$ cat config.mk
export PLATFORM = sky130hd
export DESIGN_NAME = ex_stage
export DESIGN_NICKNAME = d
export VERILOG_FILES = /design/src/logic/ex_pkg.sv /design/src/logic/riscv_isa_pkg.sv /design/src/logic/alu.sv /design/src/logic/branch_unit.sv /design/src/logic/ex_decode.sv /design/src/logic/ex_stage.sv /design/src/logic/lsu.sv
export SDC_FILE = /design/constraint.sdc
export NUM_CORES = 1
export LEC_CHECK = 0
export BUFFER_PORTS_ARGS = -buffer_cell sky130_fd_sc_hd__clkbuf_2
export CORE_MARGIN = 2
export CORE_UTILIZATION = 55
export DETAILED_ROUTE_END_ITERATION = 10
export PLACE_DENSITY = 0.85
export RECOVER_POWER = 100
export SYNTH_ARGS = -nofsm -noshare
export SYNTH_HDL_FRONTEND = slang
export SYNTH_HIERARCHICAL = 1
export SYNTH_SLANG_ARGS = --single-unit
$ cat constraint.sdc
create_clock -name clk -period 3.7 [get_ports clk]
set_input_delay 0.74 -clock clk [delete_from_list [all_inputs] [get_ports clk]]
set_output_delay 0.74 -clock clk [all_outputs]
set_load 0.03 [all_outputs]
$ cat src/logic/ex_pkg.sv
`default_nettype none

package ex_pkg;

    localparam int XLEN       = 32;
    localparam int REG_ADDR_W = 5;
    // bytes per data word
    localparam int LANES      = 4;
    localparam int SHAMT_W    = 5;

    typedef enum logic [3:0] {
        ADD,
        SUB,
        SLL,
        SLT,
        SLTU,
        XOR,
        SRL,
        SRA,
        OR,
        AND,
        NONE
    } alu_op_e;

    typedef enum logic [2:0] {
        EQ,
        NE,
        LT,
        GE,
        LTU,
        GEU,
        ALWAYS,
        NEVER
    } br_cond_e;

    typedef enum logic [1:0] {
        BYTE,
        HALF,
        WORD,
        BAD
    } mem_size_e;

    // source of the writeback data
    typedef enum logic [2:0] {
        ALU,
        IMM,
        PC_IMM,
        PC_4,
        LOAD
    } res_sel_e;

endpackage

`default_nettype wire

$ cat src/logic/riscv_isa_pkg.sv
`default_nettype none

package riscv_isa_pkg;

    // major opcodes, inst[6:0]
    typedef enum logic [6:0] {
        OP_R     = 7'b0110011,
        OP_I     = 7'b0010011,
        OP_S     = 7'b0100011,
        OP_L     = 7'b0000011,
        OP_B     = 7'b1100011,
        OP_LUI   = 7'b0110111,
        OP_AUIPC = 7'b0010111,
        OP_JAL   = 7'b1101111,
        OP_JALR  = 7'b1100111
    } opcode_e;

    // instruction field positions
    localparam int OPC_LSB = 0;
    localparam int OPC_MSB = 6;
    localparam int F3_LSB  = 12;
    localparam int F3_MSB  = 14;
    // selects SUB and SRA
    localparam int ALT_BIT = 30;

    // arithmetic funct3, same for OP_R and OP_I
    localparam logic [2:0] F3_ADD_SUB = 3'b000;
    localparam logic [2:0] F3_SLL     = 3'b001;
    localparam logic [2:0] F3_SLT     = 3'b010;
    localparam logic [2:0] F3_SLTU    = 3'b011;
    localparam logic [2:0] F3_XOR     = 3'b100;
    localparam logic [2:0] F3_SRL_SRA = 3'b101;
    localparam logic [2:0] F3_OR      = 3'b110;
    localparam logic [2:0] F3_AND     = 3'b111;

    // branch funct3
    localparam logic [2:0] F3_BEQ  = 3'b000;
    localparam logic [2:0] F3_BNE  = 3'b001;
    localparam logic [2:0] F3_BLT  = 3'b100;
    localparam logic [2:0] F3_BGE  = 3'b101;
    localparam logic [2:0] F3_BLTU = 3'b110;
    localparam logic [2:0] F3_BGEU = 3'b111;

    // load / store size
    localparam logic [2:0] F3_B  = 3'b000;
    localparam logic [2:0] F3_H  = 3'b001;
    localparam logic [2:0] F3_W  = 3'b010;
    localparam logic [2:0] F3_BU = 3'b100;
    localparam logic [2:0] F3_HU = 3'b101;

endpackage

`default_nettype wire

$ cat src/logic/alu.sv
`default_nettype none

module alu (
    input  wire ex_pkg::alu_op_e        op,
    input  wire logic [ex_pkg::XLEN-1:0] a,
    input  wire logic [ex_pkg::XLEN-1:0] b,
    output logic [ex_pkg::XLEN-1:0]      y
);
    import ex_pkg::*;

    logic [SHAMT_W-1:0] shamt;

    assign shamt = b[SHAMT_W-1:0];

    always_comb begin
        case (op)
            ADD: begin
                y = a + b;
            end
            SUB: begin
                y = a - b;
            end
            SLL: begin
                y = a << shamt;
            end
            SLT: begin
                y = {{(XLEN-1){1'b0}}, $signed(a) < $signed(b)};
            end
            SLTU: begin
                y = {{(XLEN-1){1'b0}}, a < b};
            end
            XOR: begin
                y = a ^ b;
            end
            SRL: begin
                y = a >> shamt;
            end
            SRA: begin
                // sign fill
                y = $signed(a) >>> shamt;
            end
            OR: begin
                y = a | b;
            end
            AND: begin
                y = a & b;
            end
            default: begin
                y = '0;
            end
        endcase
    end

endmodule

`default_nettype wire

$ cat src/logic/branch_unit.sv
`default_nettype none

module branch_unit (
    input  wire ex_pkg::br_cond_e        cond,
    input  wire logic                    is_jalr,
    input  wire logic [ex_pkg::XLEN-1:0] pc,
    input  wire logic [ex_pkg::XLEN-1:0] rs1,
    input  wire logic [ex_pkg::XLEN-1:0] rs2,
    input  wire logic [ex_pkg::XLEN-1:0] imm,
    output logic                         jump_flag,
    output logic [ex_pkg::XLEN-1:0]      jump_addr
);
    import ex_pkg::*;

    logic            taken;
    logic [XLEN-1:0] target;

    always_comb begin
        case (cond)
            EQ:      taken = (rs1 == rs2);
            NE:      taken = (rs1 != rs2);
            LT:      taken = ($signed(rs1) < $signed(rs2));
            GE:      taken = ($signed(rs1) >= $signed(rs2));
            LTU:     taken = (rs1 < rs2);
            GEU:     taken = (rs1 >= rs2);
            ALWAYS:  taken = 1'b1;
            default: taken = 1'b0;
        endcase
    end

    // jalr target has bit 0 cleared
    assign target = is_jalr ? ((rs1 + imm) & ~XLEN'(1)) : (pc + imm);

    assign jump_flag = taken;
    assign jump_addr = taken ? target : '0;

endmodule

`default_nettype wire

$ cat src/logic/ex_decode.sv
`default_nettype none

module ex_decode (
    input  wire logic [ex_pkg::XLEN-1:0] inst,
    output ex_pkg::alu_op_e              alu_op,
    output logic                         use_imm,
    output ex_pkg::br_cond_e             br_cond,
    output logic                         is_jalr,
    output ex_pkg::mem_size_e            mem_size,
    output logic                         load_unsigned,
    output logic                         is_store,
    output logic                         is_load,
    output ex_pkg::res_sel_e             res_sel
);
    import ex_pkg::*;
    import riscv_isa_pkg::*;

    opcode_e    opcode;
    logic [2:0] funct3;
    logic       alt;

    // SUB only exists in R-type, SRA in both
    function automatic alu_op_e arith_op(input logic [2:0] f3, input logic alt_bit,
                                         input logic r_type);
        alu_op_e op;
        case (f3)
            F3_ADD_SUB: op = (alt_bit && r_type) ? SUB : ADD;
            F3_SLL:     op = SLL;
            F3_SLT:     op = SLT;
            F3_SLTU:    op = SLTU;
            F3_XOR:     op = XOR;
            F3_SRL_SRA: op = alt_bit ? SRA : SRL;
            F3_OR:      op = OR;
            F3_AND:     op = AND;
            default:    op = NONE;
        endcase
        return op;
    endfunction

    assign opcode = opcode_e'(inst[OPC_MSB:OPC_LSB]);
    assign funct3 = inst[F3_MSB:F3_LSB];
    assign alt    = inst[ALT_BIT];

    always_comb begin
        alu_op        = NONE;
        use_imm       = 1'b0;
        br_cond       = NEVER;
        is_jalr       = 1'b0;
        mem_size      = BAD;
        load_unsigned = 1'b0;
        is_store      = 1'b0;
        is_load       = 1'b0;
        res_sel       = ALU;

        case (opcode)
            OP_R: begin
                alu_op = arith_op(funct3, alt, 1'b1);
            end
            OP_I: begin
                alu_op  = arith_op(funct3, alt, 1'b0);
                use_imm = 1'b1;
            end
            OP_B: begin
                case (funct3)
                    F3_BEQ:  br_cond = EQ;
                    F3_BNE:  br_cond = NE;
                    F3_BLT:  br_cond = LT;
                    F3_BGE:  br_cond = GE;
                    F3_BLTU: br_cond = LTU;
                    F3_BGEU: br_cond = GEU;
                    default: br_cond = NEVER;
                endcase
            end
            OP_S: begin
                is_store = 1'b1;
                case (funct3)
                    F3_B:    mem_size = BYTE;
                    F3_H:    mem_size = HALF;
                    F3_W:    mem_size = WORD;
                    default: mem_size = BAD;
                endcase
            end
            OP_L: begin
                is_load = 1'b1;
                res_sel = LOAD;
                case (funct3)
                    F3_B:    mem_size = BYTE;
                    F3_H:    mem_size = HALF;
                    F3_W:    mem_size = WORD;
                    F3_BU:   mem_size = BYTE;
                    F3_HU:   mem_size = HALF;
                    default: mem_size = BAD;
                endcase
                load_unsigned = (funct3 == F3_BU) || (funct3 == F3_HU);
            end
            OP_LUI:   res_sel = IMM;
            OP_AUIPC: res_sel = PC_IMM;
            OP_JAL: begin
                br_cond = ALWAYS;
                res_sel = PC_4;
            end
            OP_JALR: begin
                br_cond = ALWAYS;
                is_jalr = 1'b1;
                res_sel = PC_4;
            end
            default: ;
        endcase
    end

endmodule

`default_nettype wire

$ cat src/logic/ex_stage.sv
`default_nettype none

module ex_stage (
    input  wire logic                          clk,
    input  wire logic                          rst_n,
    input  wire logic [ex_pkg::XLEN-1:0]       pc,
    input  wire logic [ex_pkg::XLEN-1:0]       inst,
    input  wire logic [ex_pkg::XLEN-1:0]       reg1,
    input  wire logic [ex_pkg::XLEN-1:0]       reg2,
    input  wire logic [ex_pkg::XLEN-1:0]       imm,
    input  wire logic [ex_pkg::REG_ADDR_W-1:0] reg_waddr,
    input  wire logic                          reg_we,
    input  wire logic [ex_pkg::XLEN-1:0]       ram_rdata,
    output logic                               ram_we,
    output logic [ex_pkg::LANES-1:0]           ram_sel,
    output logic [ex_pkg::XLEN-1:0]            ram_addr,
    output logic [ex_pkg::XLEN-1:0]            ram_wdata,
    output logic                               jump_flag,
    output logic [ex_pkg::XLEN-1:0]            jump_addr,
    output logic [ex_pkg::REG_ADDR_W-1:0]      waddr,
    output logic [ex_pkg::XLEN-1:0]            wdata,
    output logic                               we
);
    import ex_pkg::*;

    alu_op_e         alu_op;
    logic            use_imm;
    br_cond_e        br_cond;
    logic            is_jalr;
    mem_size_e       mem_size;
    logic            load_unsigned;
    logic            is_store;
    logic            is_load;
    res_sel_e        res_sel;
    logic [XLEN-1:0] alu_b;
    logic [XLEN-1:0] alu_y;
    logic [XLEN-1:0] load_data;
    logic [XLEN-1:0] result;

    ex_decode u_decode (
        .inst          (inst),
        .alu_op        (alu_op),
        .use_imm       (use_imm),
        .br_cond       (br_cond),
        .is_jalr       (is_jalr),
        .mem_size      (mem_size),
        .load_unsigned (load_unsigned),
        .is_store      (is_store),
        .is_load       (is_load),
        .res_sel       (res_sel)
    );

    assign alu_b = use_imm ? imm : reg2;

    alu u_alu (
        .op (alu_op),
        .a  (reg1),
        .b  (alu_b),
        .y  (alu_y)
    );

    branch_unit u_branch (
        .cond      (br_cond),
        .is_jalr   (is_jalr),
        .pc        (pc),
        .rs1       (reg1),
        .rs2       (reg2),
        .imm       (imm),
        .jump_flag (jump_flag),
        .jump_addr (jump_addr)
    );

    lsu u_lsu (
        .size          (mem_size),
        .load_unsigned (load_unsigned),
        .is_store      (is_store),
        .is_load       (is_load),
        .base          (reg1),
        .offset        (imm),
        .store_data    (reg2),
        .ram_rdata     (ram_rdata),
        .ram_we        (ram_we),
        .ram_sel       (ram_sel),
        .ram_addr      (ram_addr),
        .ram_wdata     (ram_wdata),
        .load_data     (load_data)
    );

    always_comb begin
        case (res_sel)
            ALU:     result = alu_y;
            IMM:     result = imm;
            PC_IMM:  result = pc + imm;
            PC_4:    result = pc + XLEN'(4);
            LOAD:    result = load_data;
            default: result = '0;
        endcase
    end

    // stage register towards memory / writeback
    always_ff @(posedge clk or negedge rst_n) begin
        if (!rst_n) begin
            we    <= 1'b0;
            waddr <= '0;
            wdata <= '0;
        end else begin
            we    <= reg_we;
            waddr <= reg_waddr;
            wdata <= result;
        end
    end

    a_we_reset: assert property (@(posedge clk) !rst_n |-> !we && waddr == '0 && wdata == '0);

    a_jump_addr_zero: assert property (@(posedge clk) !jump_flag |-> jump_addr == '0);

    // decode and lsu must agree that a load never writes
    a_load_no_write: assert property (@(posedge clk) is_load |-> !ram_we && ram_sel == '0);

endmodule

`default_nettype wire

$ cat src/logic/lsu.sv
`default_nettype none

module lsu (
    input  wire ex_pkg::mem_size_e       size,
    input  wire logic                    load_unsigned,
    input  wire logic                    is_store,
    input  wire logic                    is_load,
    input  wire logic [ex_pkg::XLEN-1:0] base,
    input  wire logic [ex_pkg::XLEN-1:0] offset,
    input  wire logic [ex_pkg::XLEN-1:0] store_data,
    input  wire logic [ex_pkg::XLEN-1:0] ram_rdata,
    output logic                         ram_we,
    output logic [ex_pkg::LANES-1:0]     ram_sel,
    output logic [ex_pkg::XLEN-1:0]      ram_addr,
    output logic [ex_pkg::XLEN-1:0]      ram_wdata,
    output logic [ex_pkg::XLEN-1:0]      load_data
);
    import ex_pkg::*;

    logic [XLEN-1:0]          addr;
    logic [$clog2(LANES)-1:0] lane;
    logic                     access;
    logic [7:0]               ld_byte;
    logic [15:0]              ld_half;

    assign addr   = base + offset;
    assign lane   = addr[$clog2(LANES)-1:0];
    assign access = (is_store || is_load) && (size != BAD);

    assign ram_addr = access ? addr : '0;
    assign ram_we   = is_store && (size != BAD);

    // store lanes and replicated data
    always_comb begin
        ram_sel   = '0;
        ram_wdata = '0;
        if (is_store) begin
            case (size)
                BYTE: begin
                    ram_sel   = LANES'(1) << lane;
                    ram_wdata = {LANES{store_data[7:0]}};
                end
                HALF: begin
                    // misaligned half enables nothing
                    if (lane == 2'd0) begin
                        ram_sel = 4'b0011;
                    end else if (lane == 2'd2) begin
                        ram_sel = 4'b1100;
                    end
                    ram_wdata = {2{store_data[15:0]}};
                end
                WORD: begin
                    ram_sel   = '1;
                    ram_wdata = store_data;
                end
                default: ;
            endcase
        end
    end

    assign ld_byte = ram_rdata[8*lane +: 8];
    assign ld_half = ram_rdata[16*lane[1] +: 16];

    always_comb begin
        load_data = '0;
        if (is_load) begin
            case (size)
                BYTE: begin
                    load_data = {{(XLEN-8){ld_byte[7] & ~load_unsigned}}, ld_byte};
                end
                HALF: begin
                    if (!lane[0]) begin
                        load_data = {{(XLEN-16){ld_half[15] & ~load_unsigned}}, ld_half};
                    end
                end
                WORD: begin
                    load_data = ram_rdata;
                end
                default: ;
            endcase
        end
    end

endmodule

`default_nettype wire

==> run summary, run 1 <==
In the synthesized netlist the dominant register cell turns out to be dfrtp_1. The number of library cell types mapped by synthesis is ~110. The cell sitting at the root of the clock tree is a clkbuf_16.

Global routing finished with a remaining overflow of 2301. For this run, the total global-route usage over all layers was measured as just under 100%. The die span in y is about 200 um. For this configuration, the core starts out at a cell density of between 50% and 60%. The H-tree level count is 2. The x dimension of the die came out at about 200 um.

Sequential cells were found to cover ~4.5% of the synthesized design area. The via count of the first global-routing pass is 44508. The longest clock path from root to sink contains 2 buffers. The half-perimeter wire length after detailed placement came out at just over 100000 um. The cell area reported after detailed placement came out at about 0.03 mm^2.

In the post-synthesis netlist, the biggest area contributors are ha_1 15%, a21oi_1 7.5%, mux4_2 7.2%, nor2_1 5.5%, o21ai_0 4.9%. During synthesis, Yosys emitted a total of 6 warnings. The synthesized design spends more area on one cell type than any other, namely ha_1. The top-level port count came out at 340. The number of rows created at floorplan came out at between 70 and 80. The synthesized design devotes to its leading area cell type between 10% and 20% of total area. The first-pass GRT wire length is approximately 300000 um. The congestion estimate from routability-driven global placement came to between 1 and 1.5. The cell with the most instances after synthesis is a21oi_1. The number of placed instances, taps included came out at between 4000 and 5000. The fraction of synthesis flops using an asynchronous set or reset pin came out at 100%. The clock buffer count from CTS came out at 5. The synthesized flop and latch total is 38. The average footprint of a synthesized cell came out at about 7.1 um^2. The flow did not finish.

The summed instance area of the synthesized netlist came out at between 0.02 and 0.025 mm^2. The stage where the run came to a stop is global routing. The largest net degree at the start of global routing came out at 60. The count of flip-flops with a built-in enable after synthesis is 0.

Port buffering added around 320 buffers. The first error in the log reads "[ERROR GRT-0116] Global routing finished with congestion. Check the congestion regions in the DRC Viewer". The TritonCTS sink count is 38. After synthesis, the most frequently instantiated cells are 318 x a21oi_1, 313 x nor2_1, 255 x ha_1, 223 x nand2_1, 209 x o21ai_0.

The synthesized instance count is between 3000 and 4000. The number of nets produced by synthesis came out at between 3000 and 4000.
==> stage by stage <==
stage	setup slack, ns	utilization (%)
CTS	-1.14	87.9
detailed placement	-1.78	78.1
global placement	-1.52	78.1
floorplan	-1.26	-
==> layer usage <==
layer  GRT overflow  global-route usage, %
met2           1563                    115
met1             99                   90.2
met3             88                   85.3
met4            543                    103
met5              8                   69.4
==> timing repair <==
item / in CTS
setup endpoints to repair: 94
hold buffers: 0
gates cloned: 7
pin swaps: 194
buffers inserted: 88
gates resized for setup: 619
==> logic make-up after synthesis <==
group / share of synthesized area (%)
buf+inv: 6.91
flops: 4.47
fa+ha+maj: 15.5
simple gates: 22.1
compound gates: 32.8
mux: 12.7
xor+xnor: 5.55
==> inputs of run 2 (changes only) <==
CORE_UTILIZATION = 40   (was 55)
PLACE_DENSITY = default   (was 0.85)
PLACE_DENSITY_LB_ADDON = 0.15   (was default)
clock period = 4.8 ns   (was 3.7 ns; I/O delays follow)
==> run summary, run 2 <==
The clock period minus worst slack came out at 5.26 ns. By instance count, the leading cell after synthesis is a21oi_1. The number of vias in the routed layout came out at 29746. The largest voltage drop on the vdd net is 0.138 mV.

The die area came out at approximately 0.055 mm^2. The register with the most flip-flops in the layout has 32 of them. The H-tree level count came out at 2 (unchanged).

The arrival time at the worst endpoint came out at 5.48 ns. Leaving out fill and tap cells, the most frequent cell in the layout is buf_4. Timing would allow up to between 150 and 200 MHz. The final routed wire length divided by cell count came out at around 29 um. The clock buffer count from CTS was 5 (unchanged).

Across every metal layer, demand over resource in global routing totals between 40% and 50%. The tool flagged a number of max-cap violations equal to 1. In the final layout, the registers with the most flip-flops are wdata x32, waddr x5, we x1.

Power spread over the standard cell area amounts to approximately 140 mW/mm^2. The flow ran to the end, but the final reports show violations. The average vias per placed instance is 6.49.

The filler cell count came out at ~4800. The class of the tightest hold or removal check is in2reg. The data required time at the worst endpoint is 5.03 ns. In this run the tightest slew margin relative to its limit is -50.9%. The leading register cell type out of synthesis is dfrtp_1. By count the netlist is led by 318 x a21oi_1, 313 x nor2_1, 255 x ha_1, 223 x nand2_1, 209 x o21ai_0. The cell area reported after detailed placement is 0.0284 mm^2 (-5.5%). The top cell types in the final layout, fill and taps aside, are 664 x buf_4, 276 x nor2_1, 256 x a21oi_1, 217 x nand2_1, 191 x ha_1. The post-route standard cell area excluding fillers is 0.0328 mm^2.

The half-perimeter wire length after detailed placement is 107000 um (+6.0%). The x dimension of the die is 235 um (+17%). For this block, the routed nets add up to 133000 um of wire. The synthesized flop and latch total came to 38 (unchanged). After clock tree synthesis, the clock-pin slew on the worst setup and hold paths is approximately 0.070 ns. The number of buffers inserted by port buffering came out at 318 (unchanged).

The layout overhead on the synthesized area came out at 54.0%. The first-pass detailed-route iteration total came out at 6. The number of library cell types mapped by synthesis was 113 (unchanged). The via count of the first global-routing pass came out at ~28000. The TritonCTS sink count is 38 (unchanged). The portion of synthesized cell area occupied by the leading cell type is 15.0% (unchanged).

Clock tree synthesis selected as its root buffer the cell clkbuf_16. The leakage power of the design came out at about 14 nW. The fraction of synthesis flops using an asynchronous set or reset pin is 100% (unchanged). The pre-CTS setup slack came to -0.917 ns (+0.863 ns). The initial standard-cell utilization of the core came out at 40.5% (-15 points). STA classifies the critical path endpoint as a register. The checks that failed: max-capacitance violations, max-slew violations, negative setup slack.

By startpoint and endpoint, the worst setup path is classified as in2reg. For this run the aggregate overflow at the end of global routing stands at 0. At the end of the flow the core is filled with cells to 62.4%. The final estimated routing congestion in global placement is 1.10 (-17%). The hold violation total from the final report came to 0. The CTS tree is yes.

Setup repair after global routing could not meet its margin everywhere. The average footprint of a synthesized cell came out at 7.09 um^2 (unchanged). The startpoint class of the critical path is a primary input. For this run, the slowest stage of the critical path takes between 0.3 and 0.4 ns.

The top-level port count came out at 340 (unchanged). In this run the remaining antenna-violating nets after routing total 0. The slowest library cell on the worst path is o31ai_1. The count of flip-flops with a built-in enable after synthesis is 0 (unchanged). For the pin with the worst max-slew slack, the measured transition is around 2.3 ns. The biggest area contributor in the post-synthesis netlist is ha_1. The area of the core is 0.0526 mm^2. The number of max-slew violations in the final report is 39.

The share of synthesized area occupied by flip-flops and latches is 4.47% (unchanged). The number of nets produced by synthesis was 3465 (unchanged). In the post-synthesis netlist, the biggest area contributors are ha_1 15%, a21oi_1 7.5%, mux4_2 7.2%, nor2_1 5.5%, o21ai_0 4.9%. The number of nets in the finished design came out at 4349. The maximum fanout along the worst path is 6.

The largest net degree at the start of global routing came out at 50. The synthesized instance count came out at 3004 (unchanged). The share of the clock period used by the worst path after layout came out at 110%.

The register with the highest flop count is wdata. The fraction of final layout cells sized beyond drive strength 1 is around two fifths. The first-iteration detailed-routing DRC count came out at around 3400. The setup violation total in the final timing report is 55. The number of rows created at floorplan came out at 84 (+17%). The initial antenna violation count is 7.

The summed instance area of the synthesized netlist came out at 0.0213 mm^2 (unchanged). The synthesis warning total is 6 (unchanged). Once routing completed, OpenROAD measured the worst setup slack at -0.460 ns. The first-pass GRT wire length came out at between 150000 and 200000 um.

The buffer depth of the longest clock path is 2 (unchanged). For this run, design rule violations remaining after detail routing come to 0. The die span in y is 235 um (+17%).
==> run 2: logic make-up (layout without fill, tap and decap cells) <==
kind of cell,after synthesis,after routing,share of synthesized area [%]
AOI/OAI and AO/OA,1061,1061,32.8
and+or+nand+nor,970,970,22.1
buffers and inverters,359,1244,6.91
adders and majority gates,261,261,15.5
muxes,180,180,12.7
xor gates and xnor gates,135,135,5.55
DFF,38,38,4.47
other,0,6,0
==> run 2: report_power, final <==
part	internal (mW)	total, mW	switching [mW]
sequential	0.341	0.354	0.0131
combinational	1.64	3.81	2.16
clock	0.299	0.452	0.153
==> run 2: worst paths after layout <==
kind                        endpoint    start  slack [ns]  cells after the start
max in group asynchronous   wdata[7]    rst_n        2.16                      1
min in group asynchronous         we    rst_n        1.34                      1
min                               we   reg_we        0.77                      1
max                        wdata[30]  inst[2]       -0.46                     25
==> run 2: final cells by class <==
| cell class | instances | area (um^2) | share of cell area, % |
|---|---|---|---|
| multi-input cells | 2607 | 21700 | 66.2 |
| diodes | 6 | 15.0 | 0.0458 |
| inverters | 168 | 681 | 2.08 |
| repair buffers | 1068 | 8400 | 25.6 |
| flip-flops and latches | 38 | 951 | 2.90 |
| clock inverters | 3 | 68.8 | 0.210 |
| clock buffers | 5 | 125 | 0.381 |
| well taps | 688 | 861 | 2.62 |
==> run 2: what timing repair did <==
item,4_1_cts,5_1_grt
hold buffers,0,0
pin swaps,120,171
resized for setup,444,377
gates cloned,5,1
setup endpoints to repair,74,75
setup buffers,46,45
==> run 2: per-stage QoR <==
step / total power, mW / setup TNS [ns] / std cells / hold WS (ns)
floorplan: 2.05 / -3.54 / 3004 / 0.664
global placement: 3.44 / -32.82 / 4486 / 1.07
detailed placement: 3.48 / -34.81 / 4486 / 1.07
CTS: 4.21 / -5.94 / 4542 / 0.773
global route: 4.79 / -13.39 / 4579 / 0.771
finish: 4.61 / -8.12 / 4583 / 0.772
==> run 2: critical path, delay by kind of cell <==
family,cells,cell delay (ns)
AOI/OAI and AO/OA,8,1.84
adders and majority gates,1,0.21
buffers and inverters,7,0.79
muxes,3,0.60
and+or+nand+nor,6,1.05
==> run 2: metal layers <==
metal	vias up	track usage [%]	part of all wire, %
met5	-	0	0.14
met4	6	21.4	6.4
met3	416	15.0	14
met2	2192	63.9	40
met1	14128	60.6	40
li1	13004	-	-
(Power assumes the default switching activity.)
